<file path="config.mk">
export PLATFORM = sky130hd
export DESIGN_NAME = rvc_fetch_top
export DESIGN_NICKNAME = d
export VERILOG_FILES = /design/src/logic/rvc_fetch_pkg.sv /design/src/logic/fetch_wb_master.sv /design/src/logic/instr_issue.sv /design/src/logic/parcel_aligner.sv /design/src/logic/rvc_expander.sv /design/src/logic/rvc_fetch_top.sv
export SDC_FILE = /design/constraint.sdc
export NUM_CORES = 1
export LEC_CHECK = 0
export ABC_AREA = 1
export BUFFER_PORTS_ARGS = -buffer_cell sky130_fd_sc_hd__buf_2
export CAP_MARGIN = 20
export CORE_MARGIN = 5
export CORE_UTILIZATION = 58
export DETAILED_ROUTE_END_ITERATION = 16
export PLACE_DENSITY = 0.82
export SLEW_MARGIN = 20
export SYNTH_ARGS = -nofsm -noshare
export SYNTH_HDL_FRONTEND = slang
export SYNTH_SLANG_ARGS = --single-unit
</file>
<file path="constraint.sdc">
create_clock -name clk_i -period 6 [get_ports clk_i]
set_clock_uncertainty 0.15 [all_clocks]
set_input_delay 0.3 -clock clk_i [delete_from_list [all_inputs] [get_ports clk_i]]
set_output_delay 0.3 -clock clk_i [all_outputs]
set_load 0.01 [all_outputs]
</file>
<file path="src/logic/rvc_fetch_pkg.sv">
package rvc_fetch_pkg;

    // ------------------------------------------------------------------------
    // fetch front end parameters
    // ------------------------------------------------------------------------
    localparam int XLEN       = 32;             // instruction and address width
    localparam int NUM_LANES  = 2;              // expander lanes, output slots
    localparam int BUF_HALVES = 4;              // aligner depth in halfwords

    localparam logic [XLEN-1:0] RESET_PC = 32'h0000_0000;

    // ------------------------------------------------------------------------
    // parcel and stream types
    // ------------------------------------------------------------------------
    typedef struct packed {
        logic [15:0] hi;                        // second halfword of the parcel
        logic [15:0] lo;                        // first halfword, holds op and funct3
    } parcel_halves_t;

    // one parcel, read whole for pass-through or by halfword for decode
    typedef union packed {
        logic [XLEN-1:0] word;
        parcel_halves_t  halves;
    } parcel_u;

    typedef struct packed {
        logic [BUF_HALVES-1:0][15:0] halfwords; // index 0 is the oldest
        logic [2:0]                  count;     // valid halfwords from index 0
    } window_t;

    typedef struct packed {
        logic [XLEN-1:0] instr;                 // expanded or passed-through
        logic            rvc;
        logic            illegal;
        logic            need;                  // extra halfwords after the first
    } lane_t;

    typedef struct packed {
        logic            valid;
        logic [XLEN-1:0] pc;
        logic [XLEN-1:0] instr;
        logic            rvc;
        logic            illegal;
    } fetch_instr_t;

endpackage

</file>
<file path="src/logic/fetch_wb_master.sv">
`timescale 1ns/1ps

module fetch_wb_master (
    input  logic                           clk_i,
    input  logic                           rst_i,
    output logic                           wb_cyc_o,
    output logic                           wb_stb_o,
    output logic                           wb_we_o,
    output logic [rvc_fetch_pkg::XLEN-1:0] wb_adr_o,
    output logic [3:0]                     wb_sel_o,
    input  logic [rvc_fetch_pkg::XLEN-1:0] wb_dat_i,
    input  logic                           wb_ack_i,
    output logic                           word_valid_o,
    output logic [rvc_fetch_pkg::XLEN-1:0] word_data_o,
    input  logic                           word_take_i
);
    import rvc_fetch_pkg::*;

    logic            cyc_q;                     // bus cycle open
    logic            held_q;                    // fetched word waiting for the aligner
    logic [XLEN-1:0] adr_q;
    logic [XLEN-1:0] data_q;

    // ------------------------------------------------------------------------
    // bus engine
    // ------------------------------------------------------------------------
    always_ff @(posedge clk_i) begin
        if (rst_i) begin
            cyc_q  <= 1'b0;
            held_q <= 1'b0;
            adr_q  <= RESET_PC;
        end else if (cyc_q) begin
            if (wb_ack_i) begin
                cyc_q  <= 1'b0;                 // drop the cycle after ack
                held_q <= 1'b1;
                adr_q  <= adr_q + XLEN'(4);     // next sequential word
            end
        end else if (!held_q || word_take_i) begin
            cyc_q  <= 1'b1;                     // start up, or word was taken
            held_q <= 1'b0;
        end
    end

    always_ff @(posedge clk_i) begin
        if (cyc_q && wb_ack_i) begin
            data_q <= wb_dat_i;
        end
    end

    assign wb_cyc_o     = cyc_q;
    assign wb_stb_o     = cyc_q;                // classic, one transfer per cycle
    assign wb_we_o      = 1'b0;                 // read only
    assign wb_sel_o     = 4'hf;
    assign wb_adr_o     = adr_q;
    assign word_valid_o = held_q;
    assign word_data_o  = data_q;

    stb_in_cyc_a: assert property (@(posedge clk_i) disable iff (rst_i)
        wb_stb_o |-> wb_cyc_o);

    adr_stable_a: assert property (@(posedge clk_i) disable iff (rst_i)
        wb_stb_o && !wb_ack_i |=> wb_stb_o && $stable(wb_adr_o));

endmodule

</file>
<file path="src/logic/instr_issue.sv">
`timescale 1ns/1ps

module instr_issue (
    input  logic                                                      clk_i,
    input  logic                                                      rst_i,
    input  rvc_fetch_pkg::window_t                                    window_i,
    input  rvc_fetch_pkg::lane_t [rvc_fetch_pkg::NUM_LANES-1:0]       lanes_i,
    output logic [2:0]                                                consume_o,
    output logic                                                      out_valid_o,
    output rvc_fetch_pkg::fetch_instr_t [rvc_fetch_pkg::NUM_LANES-1:0] out_slots_o,
    input  logic                                                      out_ready_i
);
    import rvc_fetch_pkg::*;

    logic [XLEN-1:0] pc_q;                      // pc of window halfword 0
    logic [2:0]      slot_halves;               // halfwords of all valid slots
    logic            fire;

    // ------------------------------------------------------------------------
    // slot rules, lane k starts at halfword k
    // ------------------------------------------------------------------------
    always_comb begin
        logic chain;
        int   avail;
        chain       = 1'b1;
        slot_halves = '0;
        for (int k = 0; k < NUM_LANES; k++) begin
            avail = int'(window_i.count) - k;
            chain = chain && (avail >= 1) && (!lanes_i[k].need || avail >= 2);
            out_slots_o[k].valid   = chain;
            out_slots_o[k].pc      = pc_q + XLEN'(2 * k);
            out_slots_o[k].instr   = lanes_i[k].instr;
            out_slots_o[k].rvc     = lanes_i[k].rvc;
            out_slots_o[k].illegal = lanes_i[k].illegal;
            if (chain) begin
                slot_halves = slot_halves + (lanes_i[k].need ? 3'd2 : 3'd1);
            end
            chain = chain && lanes_i[k].rvc;    // next lane only after a compressed one
        end
    end

    assign out_valid_o = out_slots_o[0].valid;
    assign fire        = out_valid_o && out_ready_i;
    assign consume_o   = fire ? slot_halves : 3'd0;

    always_ff @(posedge clk_i) begin
        if (rst_i) begin
            pc_q <= RESET_PC;
        end else begin
            pc_q <= pc_q + {{(XLEN-4){1'b0}}, consume_o, 1'b0};   // 2 bytes per halfword
        end
    end

    // a stalled slot 1 may still turn valid as new words arrive
    hold_while_stalled_a: assert property (@(posedge clk_i) disable iff (rst_i)
        out_valid_o && !out_ready_i |=> out_valid_o && $stable(out_slots_o[0]) &&
            (!$past(out_slots_o[1].valid) || $stable(out_slots_o[1])));

endmodule

</file>
<file path="src/logic/parcel_aligner.sv">
`timescale 1ns/1ps

module parcel_aligner (
    input  logic                           clk_i,
    input  logic                           rst_i,
    input  logic                           word_valid_i,
    input  logic [rvc_fetch_pkg::XLEN-1:0] word_data_i,
    output logic                           word_take_o,
    input  logic [2:0]                     consume_i,
    output rvc_fetch_pkg::window_t         window_o
);
    import rvc_fetch_pkg::*;

    logic [BUF_HALVES-1:0][15:0] half_q;
    logic [BUF_HALVES-1:0][15:0] half_d;
    logic [2:0]                  count_q;
    logic [2:0]                  count_d;
    logic [2:0]                  remain;        // halfwords left after consume

    assign remain = count_q - consume_i;

    // a word only fits if the post-consume space holds both halves
    assign word_take_o = word_valid_i && (int'(remain) + 2 <= BUF_HALVES);

    // ------------------------------------------------------------------------
    // shift out consumed halfwords, append the new word above the rest
    // ------------------------------------------------------------------------
    always_comb begin
        for (int i = 0; i < BUF_HALVES; i++) begin
            if (i + int'(consume_i) < BUF_HALVES) begin
                half_d[i] = half_q[i + int'(consume_i)];
            end else begin
                half_d[i] = '0;
            end
            if (word_take_o && i == int'(remain)) begin
                half_d[i] = word_data_i[15:0];          // little-endian, low half first
            end
            if (word_take_o && i == int'(remain) + 1) begin
                half_d[i] = word_data_i[XLEN-1:16];
            end
        end
        count_d = remain + (word_take_o ? 3'd2 : 3'd0);
    end

    always_ff @(posedge clk_i) begin
        if (rst_i) begin
            count_q <= '0;
        end else begin
            count_q <= count_d;
        end
    end

    always_ff @(posedge clk_i) begin
        half_q <= half_d;
    end

    assign window_o.halfwords = half_q;
    assign window_o.count     = count_q;

    consume_le_count_a: assert property (@(posedge clk_i) disable iff (rst_i)
        consume_i <= count_q);

    count_le_depth_a: assert property (@(posedge clk_i) disable iff (rst_i)
        int'(count_q) <= BUF_HALVES);

endmodule

</file>
<file path="src/logic/rvc_expander.sv">
`timescale 1ns/1ps

module rvc_expander (
    input  rvc_fetch_pkg::parcel_u parcel_i,
    output rvc_fetch_pkg::lane_t   lane_o
);
    import rvc_fetch_pkg::*;

    logic [15:0]     c;                         // compressed parcel
    logic [4:0]      rd;
    logic [4:0]      rs2;
    logic [4:0]      rdp;                       // rd'/rs1' field, x8..x15
    logic [4:0]      rs2p;                      // rs2'/rd' field, x8..x15
    logic [11:0]     imm6;                      // sign-extended 6-bit immediate
    logic [11:1]     joff;                      // c.j / c.jal offset
    logic            imm_zero;
    logic [2:0]      alu_f3;
    logic [XLEN-1:0] exp_instr;
    logic            reserved;

    assign c        = parcel_i.halves.lo;
    assign rd       = c[11:7];
    assign rs2      = c[6:2];
    assign rdp      = {2'b01, c[9:7]};
    assign rs2p     = {2'b01, c[4:2]};
    assign imm6     = {{7{c[12]}}, c[6:2]};
    assign joff     = {c[12], c[8], c[10:9], c[6], c[7], c[2], c[11], c[5:3]};
    assign imm_zero = !c[12] && (c[6:2] == 5'd0);

    // sub/xor/or/and from bits 6:5 -> 000/100/110/111
    assign alu_f3   = {c[6] | c[5], c[6], c[6] & c[5]};

    // ------------------------------------------------------------------------
    // quadrant and funct3 decode
    // ------------------------------------------------------------------------
    always_comb begin
        exp_instr = '0;
        reserved  = 1'b0;
        case ({c[1:0], c[15:13]})
            5'b00_000: begin                    // c.addi4spn
                reserved  = (c[12:5] == 8'd0);
                exp_instr = {2'b00, c[10:7], c[12:11], c[5], c[6], 2'b00,
                             5'd2, 3'b000, rs2p, 7'b0010011};
            end
            5'b00_010: exp_instr = {5'b0, c[5], c[12:10], c[6], 2'b00, rdp, 3'b010,
                                    rs2p, 7'b0000011};                      // c.lw
            5'b00_110: exp_instr = {5'b0, c[5], c[12], rs2p, rdp, 3'b010, c[11:10],
                                    c[6], 2'b00, 7'b0100011};               // c.sw
            5'b01_000: begin                    // c.addi, c.nop when all zero
                reserved  = imm_zero && (rd != 5'd0);
                exp_instr = {imm6, rd, 3'b000, rd, 7'b0010011};
            end
            5'b01_001, 5'b01_101: begin         // c.jal links x1, c.j links x0
                exp_instr = {joff[11], joff[10:1], joff[11], {8{joff[11]}},
                             4'b0000, !c[15], 7'b1101111};
            end
            5'b01_010: begin                    // c.li
                reserved  = (rd == 5'd0);
                exp_instr = {imm6, 5'd0, 3'b000, rd, 7'b0010011};
            end
            5'b01_011: begin
                reserved = imm_zero || (rd == 5'd0);
                if (rd == 5'd2) begin           // c.addi16sp
                    exp_instr = {{3{c[12]}}, c[4:3], c[5], c[2], c[6], 4'b0000,
                                 5'd2, 3'b000, 5'd2, 7'b0010011};
                end else begin                  // c.lui
                    exp_instr = {{15{c[12]}}, c[6:2], rd, 7'b0110111};
                end
            end
            5'b01_100: begin
                case (c[11:10])
                    2'b00, 2'b01: begin         // c.srli, c.srai
                        reserved  = imm_zero;
                        exp_instr = {1'b0, c[10], 5'b00000, c[6:2], rdp, 3'b101,
                                     rdp, 7'b0010011};
                    end
                    2'b10: exp_instr = {imm6, rdp, 3'b111, rdp, 7'b0010011}; // c.andi
                    default: begin              // c.sub c.xor c.or c.and
                        reserved  = c[12];
                        exp_instr = {1'b0, c[6:5] == 2'b00, 5'b00000, rs2p, rdp,
                                     alu_f3, rdp, 7'b0110011};
                    end
                endcase
            end
            5'b01_110, 5'b01_111: begin         // c.beqz, c.bnez
                exp_instr = {{4{c[12]}}, c[6:5], c[2], 5'd0, rdp, 2'b00, c[13],
                             c[11:10], c[4:3], c[12], 7'b1100011};
            end
            5'b10_000: begin                    // c.slli
                reserved  = c[12] || (c[6:2] == 5'd0) || (rd == 5'd0);
                exp_instr = {7'b0, c[6:2], rd, 3'b001, rd, 7'b0010011};
            end
            5'b10_010: begin                    // c.lwsp
                reserved  = (rd == 5'd0);
                exp_instr = {4'b0, c[3:2], c[12], c[6:4], 2'b00, 5'd2, 3'b010,
                             rd, 7'b0000011};
            end
            5'b10_110: exp_instr = {4'b0, c[8:7], c[12], rs2, 5'd2, 3'b010, c[11:9],
                                    2'b00, 7'b0100011};                     // c.swsp
            5'b10_100: begin
                if (rs2 == 5'd0 && rd == 5'd0) begin
                    reserved  = !c[12];
                    exp_instr = 32'h0010_0073;  // c.ebreak
                end else if (rs2 == 5'd0) begin // c.jr, c.jalr
                    exp_instr = {12'b0, rd, 3'b000, 4'b0000, c[12], 7'b1100111};
                end else begin                  // c.mv, c.add
                    reserved  = (rd == 5'd0);
                    exp_instr = {7'b0, rs2, c[12] ? rd : 5'd0, 3'b000, rd, 7'b0110011};
                end
            end
            default: reserved = 1'b1;
        endcase
    end

    always_comb begin
        if (c[1:0] == 2'b11) begin              // 32-bit parcel, pass through
            lane_o.instr   = parcel_i.word;
            lane_o.rvc     = 1'b0;
            lane_o.illegal = 1'b0;
            lane_o.need    = 1'b1;
        end else begin
            lane_o.instr   = reserved ? '0 : exp_instr;
            lane_o.rvc     = 1'b1;
            lane_o.illegal = reserved;
            lane_o.need    = 1'b0;
        end
    end

endmodule

</file>
<file path="src/logic/rvc_fetch_top.sv">
`timescale 1ns/1ps

module rvc_fetch_top (
    input  logic                                                      clk_i,
    input  logic                                                      rst_i,
    output logic                                                      wb_cyc_o,
    output logic                                                      wb_stb_o,
    output logic                                                      wb_we_o,
    output logic [rvc_fetch_pkg::XLEN-1:0]                            wb_adr_o,
    output logic [3:0]                                                wb_sel_o,
    input  logic [rvc_fetch_pkg::XLEN-1:0]                            wb_dat_i,
    input  logic                                                      wb_ack_i,
    output logic                                                      out_valid_o,
    output rvc_fetch_pkg::fetch_instr_t [rvc_fetch_pkg::NUM_LANES-1:0] out_slots_o,
    input  logic                                                      out_ready_i
);
    import rvc_fetch_pkg::*;

    logic                       word_valid;
    logic [XLEN-1:0]            word_data;
    logic                       word_take;
    logic [2:0]                 consume;
    window_t                    window;
    lane_t [NUM_LANES-1:0]      lanes;

    fetch_wb_master fetch_wb_master_inst (
        .clk_i        (clk_i),
        .rst_i        (rst_i),
        .wb_cyc_o     (wb_cyc_o),
        .wb_stb_o     (wb_stb_o),
        .wb_we_o      (wb_we_o),
        .wb_adr_o     (wb_adr_o),
        .wb_sel_o     (wb_sel_o),
        .wb_dat_i     (wb_dat_i),
        .wb_ack_i     (wb_ack_i),
        .word_valid_o (word_valid),
        .word_data_o  (word_data),
        .word_take_i  (word_take)
    );

    parcel_aligner parcel_aligner_inst (
        .clk_i        (clk_i),
        .rst_i        (rst_i),
        .word_valid_i (word_valid),
        .word_data_i  (word_data),
        .word_take_o  (word_take),
        .consume_i    (consume),
        .window_o     (window)
    );

    // ------------------------------------------------------------------------
    // expander lanes, lane k sees halfwords k and k+1
    // ------------------------------------------------------------------------
    for (genvar k = 0; k < NUM_LANES; k++) begin : g_lane
        parcel_u lane_parcel;

        assign lane_parcel.halves.lo = window.halfwords[k];
        assign lane_parcel.halves.hi = window.halfwords[k+1];

        rvc_expander rvc_expander_inst (
            .parcel_i (lane_parcel),
            .lane_o   (lanes[k])
        );
    end

    instr_issue instr_issue_inst (
        .clk_i       (clk_i),
        .rst_i       (rst_i),
        .window_i    (window),
        .lanes_i     (lanes),
        .consume_o   (consume),
        .out_valid_o (out_valid_o),
        .out_slots_o (out_slots_o),
        .out_ready_i (out_ready_i)
    );

endmodule

</file>
Yosys cells after proc, flatten, opt, wreduce, memory -nomap -nowiden. Cells that the tools add are included.

Memories kept: 0. Bits in writable memories: 0. Bits of input ports: 36. Memory bits (read-only): 0. Latch bits: 0. Bits in registers: 165. Output and inout bits: 174.

Add/subtract/negate cells: 12. Muxes and demuxes: 59. Eq/ne operators: 43. Bitwise gates (word level): 4. Shift operators: 0. Order comparisons: 13. Multipliers: 0. Divide/modulo/power cells: 0. Reductions and logical operators: 66.

Operators with widths (count): $pmux W32 S13 (2); $mux W16 (19); $lt A32 B4 Y1 const B (6); $bmux W16 S2 (4); $mux W32 (4); $pmux W32 S2 (2); $eq A5 B4 Y1 const B (16); $mux W35 (2); $eq A3 B32 Y1 const A (2); $mux W29 (2); $mux W25 (2); $eq A5 B5 Y1 const B (8); $add A32 B2 Y32 const B (1); $add A32 B3 Y32 const B (1); $add A32 B4 Y32 (1); $eq A2 B32 Y1 const A (1); $ge A32 B2 Y1 const B (1); $ge A32 B3 Y1 const B (1); $le A32 B4 Y1 const B (1); $logic_not A32 Y1 (1); $logic_not A5 Y1 (6); $logic_and A1 B1 Y1 (21); $eq A5 B2 Y1 const B (4); $logic_not A8 Y1 (2); other kinds (33) (87).

Logic depth before layout (Yosys ltp).
Word-level depth: 21. Gate-level depth with buffers: 35. Depth with buffers taken out: 31.

Modules after synthesis. Synthesis repeated with hierarchy kept, for this count alone.

Cells, all modules: 2410. Area total of the unflattened synthesis: 14223.6 µm².

By module, submodules not included: parcel_aligner (cells each 862, seq. area each 1341.3 µm², area an instance 4953.5 µm², instances 1); rvc_expander (cells each 410, seq. area each 0.0 µm², area an instance 1871.8 µm², instances 2); instr_issue (cells each 440, seq. area each 620.6 µm², area an instance 2855.2 µm², instances 1); fetch_wb_master (cells each 288, seq. area each 1601.5 µm², area an instance 2671.3 µm², instances 1).

Least setup slack after synthesis. Ideal clock, no wire load.

Kind: reg-to-reg. Start: reg parcel_aligner_inst.half_q, in the netlist parcel_aligner_inst.window_o[19]. End: reg parcel_aligner_inst.count_q[1]. Arrival time: 4.879 ns. Setup time: 0.128 ns. Period minus slack after synthesis: 5.157 ns. Path slack: 0.843 ns. Cell stages (with the launch flop): 29. Cell sequence: dfxtp_1 -> buf_4 -> nand2_1 -> clkbuf_1 -> clkbuf_1 -> ha_1 -> inv_1 -> fa_1 -> nand3_1 -> nand3_2 -> buf_6 -> buf_2 -> fa_1 -> xor2_1 -> inv_1 -> nand2_1 -> nand2_2 -> buf_8 -> inv_4 -> ha_1 -> or2_2 -> o21ai_0 -> nand2_1 -> inv_1 -> buf_2 -> buf_2 -> ha_1 -> inv_1 -> nor2_1.

Word-level cells in the longest chain between the ends: 13. Elaborated cells between the ends (all ways): 15. Those cells by class: add/sub: 4; order compare: 1; eq/ne: 1; mux: 5; reduce/logical: 4.

RTL lines: start: declaration (line parcel_aligner.sv:14) `logic [BUF_HALVES-1:0][15:0] half_q;`; start signal: assignment (line parcel_aligner.sv:54) `half_q <= half_d;`; $eq A2 B2 Y1 (*) (line rvc_expander.sv:116) `if (c[1:0] == 2'b11) begin`; $mux W35 (*) (line rvc_expander.sv:116); parallel branches: the longest is 3 deep, another holds $add A3 B3 Y3; $mux W3 (*) (line instr_issue.sv:35) `if (chain) begin`; $mux W3 (*) (line instr_issue.sv:44) `assign consume_o = fire ? slot_halves : 3'd0;`; $sub A3 B3 Y3 (*) (line parcel_aligner.sv:20) `assign remain = count_q - consume_i;`; $add A3 B2 Y4 (line parcel_aligner.sv:23) `assign word_take_o = word_valid_i && (int'(remain) + 2 <= BUF_HALVES);`; $le A32 B4 Y1 (line parcel_aligner.sv:23); $logic_and A1 B1 Y1 (line parcel_aligner.sv:23); $mux W2 (line parcel_aligner.sv:42) `count_d = remain + (word_take_o ? 3'd2 : 3'd0);`; $add A3 B3 Y3 (*) (line parcel_aligner.sv:42); named net parcel_aligner_inst.count_d[1] (line parcel_aligner.sv:17) `logic [2:0] count_d;`; end signal: assignment (line parcel_aligner.sv:49) `count_q <= count_d;`; end: declaration (line parcel_aligner.sv:16) `logic [2:0] count_q;`.

Mark *: on every way through the listed nets, which the timed path passes. A chain may end at the register's enable or synchronous reset.

==> reports/results.tsv <==
stage	metric	value	unit
timing	timing.fmax	181	MHz
setup_path	slowest_stage	dfxtp_1	
setup_path	critical_path_class	flop to flop	
power_and_ir_drop	finalPower	0.00821	W
power_and_ir_drop	ir_drop	0.347	mV
synthesis	synthMuxAreaShare	0	%
synthesis	synth-xor-area-share	2.87	%
clock_network	post_cts_buffers	0	
global_route	grt_first_pass_wirelength	75.0	mm
detailed_routing	via_per_inst	6.04	
global_route	grt_pass1_vias	14300	
power_and_ir_drop	leakage	7.43	nW
synthesis	synth_area	12800	um^2
final_layout	final_nets	2337	
timing	max-slew-margin-rel	43.0	%
min_path	hp-class	primary input to flop	
detailed_routing	drtIter0Drc	2074	
final_layout	antenna-diode-count	0	
setup_path	endpoint_kind	flop	
setup_path	cp_common_cell	inv_1	
synthesis	synth_area_leaders	dfxtp_1 (20%), nand2_1 (17%), nor2_1 (8.4%)	
clock_network	cts_buffers	17	
global_route	antenna_found_initial	1	
timing	slew_viol_final	0	
status	status	finished clean	
die	fp-row-count	54	
timing	tightest_slew	0.854	ns
synthesis	synth_cells	2127	
synthesis	yosys.area.top_type_share	20.3	%
synthesis	synth_area_leader_cell	dfxtp_1	
synthesis	synth_top_family_by_area	simple AND/OR/NAND/NOR gates	
clock_network	cts_max_level	4	
final_layout	drive_gt1_share	13.6	%
die	die_area	25200	um^2
detailed_routing	via_count	15500	
clock_network	tritoncts	yes	
place	place_hpwl	33.3	mm
setup_path	cp.arrival	5.71	ns
synthesis	yosys.cell_types.count	54	
clock_network	clk_latency	0.44	ns
timing	tns	0	ns
synthesis	ys_seq_elements	162	
detailed_routing	dr.pass1.iters	8	
detailed_routing	ant_nets	0	
die	pin_count	210	
clock_network	path_clk_slew	0.07	ns
die	die_h	159	um
place	numPortBuffers	200	
final_layout	area_delta_synth_final	14.0	%
setup_path	start_kind	flop	
global_route	grt_max_degree	76	
detailed_routing	drc_errors	0	
setup_path	crit_family	simple AND/OR/NAND/NOR gates	
synthesis	synth_edf_count	32	
setup_path	critPathRequiredTime	6.17	ns
setup_path	path_buf_inv	8	
synthesis	synth_ff_type	dfxtp_1	
global_route	grt-ovfl-total	0	
synthesis	synth_compound_area_share	11.7	%
synthesis	ys.warnings.count	0	
detailed_routing	drt-wirelength-per-cell	18.5	um
place	gp_congestion	1.04	
setup_path	slowest_delay	0.43	ns
timing	setup_viol	0	
power_and_ir_drop	powerDensity	562	nW/um^2
timing	period_minus_slack	5.53	ns
synthesis	seq_area_frac_synth	27.8	%
global_route	grtUsageTotal	37.0	%
timing	period_share	92.2	%
synthesis	syn_avg_cell_area	6.03	um^2
die	initial_utilization	58.7	%
setup_path	crit_fanout	38	
die	die_x	159	um
clock_network	cts_root_buffer	clkbuf_16	
detailed_routing	routed_wl	47.6	mm
die	coreArea	21800	um^2
timing	rsz0062_at_grt	no	
synthesis	synth-simple-area-share	43.3	%
synthesis	synthAdderAreaFrac	2.13	%
run	maxCapViolations	0	
clock_network	cts.sinks	162	
synthesis	synthArstFlopShare	0	%
clock_network	clockBufferDepth	2	
timing	hold_viol	0	
==> cell families (layout without fill, tap and decap cells) <==
group           count (synthesis)  count (layout)
compound gates                268             268
xor+xnor                       42              42
fa+ha+maj                      20              20
buf+inv                       361             521
flops                         162             162
other cells                     2               9
simple gates                 1272            1272
==> state kept, by name, summed over array words and instances, names as in the netlist <==
| register | cells |
|---|---|
| fetch_wb_master_inst.word_valid_o | 1 |
| parcel_aligner_inst.count_q | 3 |
| fetch_wb_master_inst.wb_cyc_o | 1 |
| parcel_aligner_inst.window_o | 64 |
| fetch_wb_master_inst.wb_adr_o | 30 |
| fetch_wb_master_inst.word_data_o | 32 |
| instr_issue_inst.pc_q | 31 |
==> worst register-to-register path: cells and delay by family, from the launching register on <==
| kind | cells | cell delay, ns |
|---|---|---|
| AO/OA/AOI/OAI | 1 | 0.11 |
| XOR/XNOR | 1 | 0.21 |
| adder cells (fa/ha/maj) | 6 | 1.61 |
| buffers and inverters | 8 | 1.28 |
| flip-flops | 1 | 0.43 |
| AND/OR/NAND/NOR | 12 | 1.65 |
==> layout by cell type (no fill, tap or decap), types with 38 or more instances in the layout <==
cell type	netlist	final
inv_1	218	216
nand2_1	594	594
nand4_1	74	74
buf_2	39	200
a21oi_1	95	95
nand3_1	208	208
nor3_1	38	38
o21ai_0	102	102
dfxtp_1	130	130
nor2_1	288	288
==> routing by layer <==
layer	wire [um]	up-vias	track usage, %
li1	-	7231	-
met1	18700	6941	49.9
met2	20400	1173	56.8
met3	6690	189	9.95
met4	1760	2	13.9
met5	13	-	0
==> where the power goes <==
| group | total (W) | leakage [nW] | internal [W] | switching, W |
|---|---|---|---|---|
| clock | 0.00110 | 0.286 | 0.000559 | 0.000543 |
| combinational | 0.00527 | 5.77 | 0.00164 | 0.00364 |
| sequential | 0.00184 | 1.37 | 0.00140 | 0.000439 |
| total | 0.00821 | 7.43 | 0.00359 | 0.00462 |
==> timing repair <==
action                                  CTS  global route
gates resized for setup                   0             2
hold endpoints to repair                 32             0
hold buffers                             32             0
endpoints found under the setup margin    0            11
==> layout make-up <==
cell class,instances,area [um^2]
Multi-Input combinational cell,1611,7730
Sequential cell,162,3560
Inverter,240,906
Clock buffer,17,425
Timing Repair Buffer,249,1480
Clock inverter,15,161
Fill cell,2000,7210
Tap cell,280,350
==> path summary, 6_finish.rpt <==
path / from / end / slack, ns / cells past startpoint
setup / recovery: parcel_aligner_inst.count_q[1] / parcel_aligner_inst.window_o[17] / 0.47 / 28
hold / removal: wb_ack_i / fetch_wb_master_inst.wb_adr_o[29] / 0.10 / 4
setup reg to reg: parcel_aligner_inst.count_q[1] / parcel_aligner_inst.window_o[17] / 0.47 / 28
hold reg to reg: fetch_wb_master_inst.wb_adr_o[31] / fetch_wb_master_inst.wb_adr_o[31] / 0.35 / 2
==> synth_stat cells (3+ instances only) <==
| library cell | count |
|---|---|
| nand2_1 | 594 |
| xnor2_1 | 6 |
| nand3_2 | 7 |
| a211oi_1 | 6 |
| nand2_2 | 12 |
| nor2_1 | 288 |
| o21ai_1 | 8 |
| o2111ai_1 | 12 |
| buf_4 | 25 |
| nand4_1 | 74 |
| fa_1 | 3 |
| edfxtp_1 | 32 |
| buf_6 | 7 |
| nand3_1 | 208 |
| nor4_1 | 11 |
| buf_1 | 7 |
| ha_1 | 17 |
| a21oi_1 | 95 |
| o21ai_0 | 102 |
| clkbuf_1 | 42 |
| a31oi_1 | 7 |
| clkinv_1 | 5 |
| xor2_1 | 36 |
| o211ai_1 | 8 |
| buf_2 | 39 |
| nor2_2 | 12 |
| dfxtp_1 | 130 |
| nor3b_1 | 3 |
| inv_1 | 218 |
| nand2_4 | 3 |
| inv_2 | 16 |
| o22ai_1 | 19 |
| nand3b_1 | 11 |
| nor3_1 | 38 |
==> through the flow <==
stage,util (%),cell area (um^2),instances,hold slack [ns],worst slack (ns)
2_1_floorplan,-,12800,2134,0.249,0.843
3_3_place_gp,62.6,13700,2508,0.314,0.715
3_5_place_dp,62.6,13700,2508,0.328,0.511
4_1_cts,66.7,14600,2572,0.0911,0.417
5_1_grt,67.0,14600,2574,0.127,0.0202
6_report,67.0,14600,2574,0.102,0.467
No activity file was read; power rests on OpenSTA's default activity.
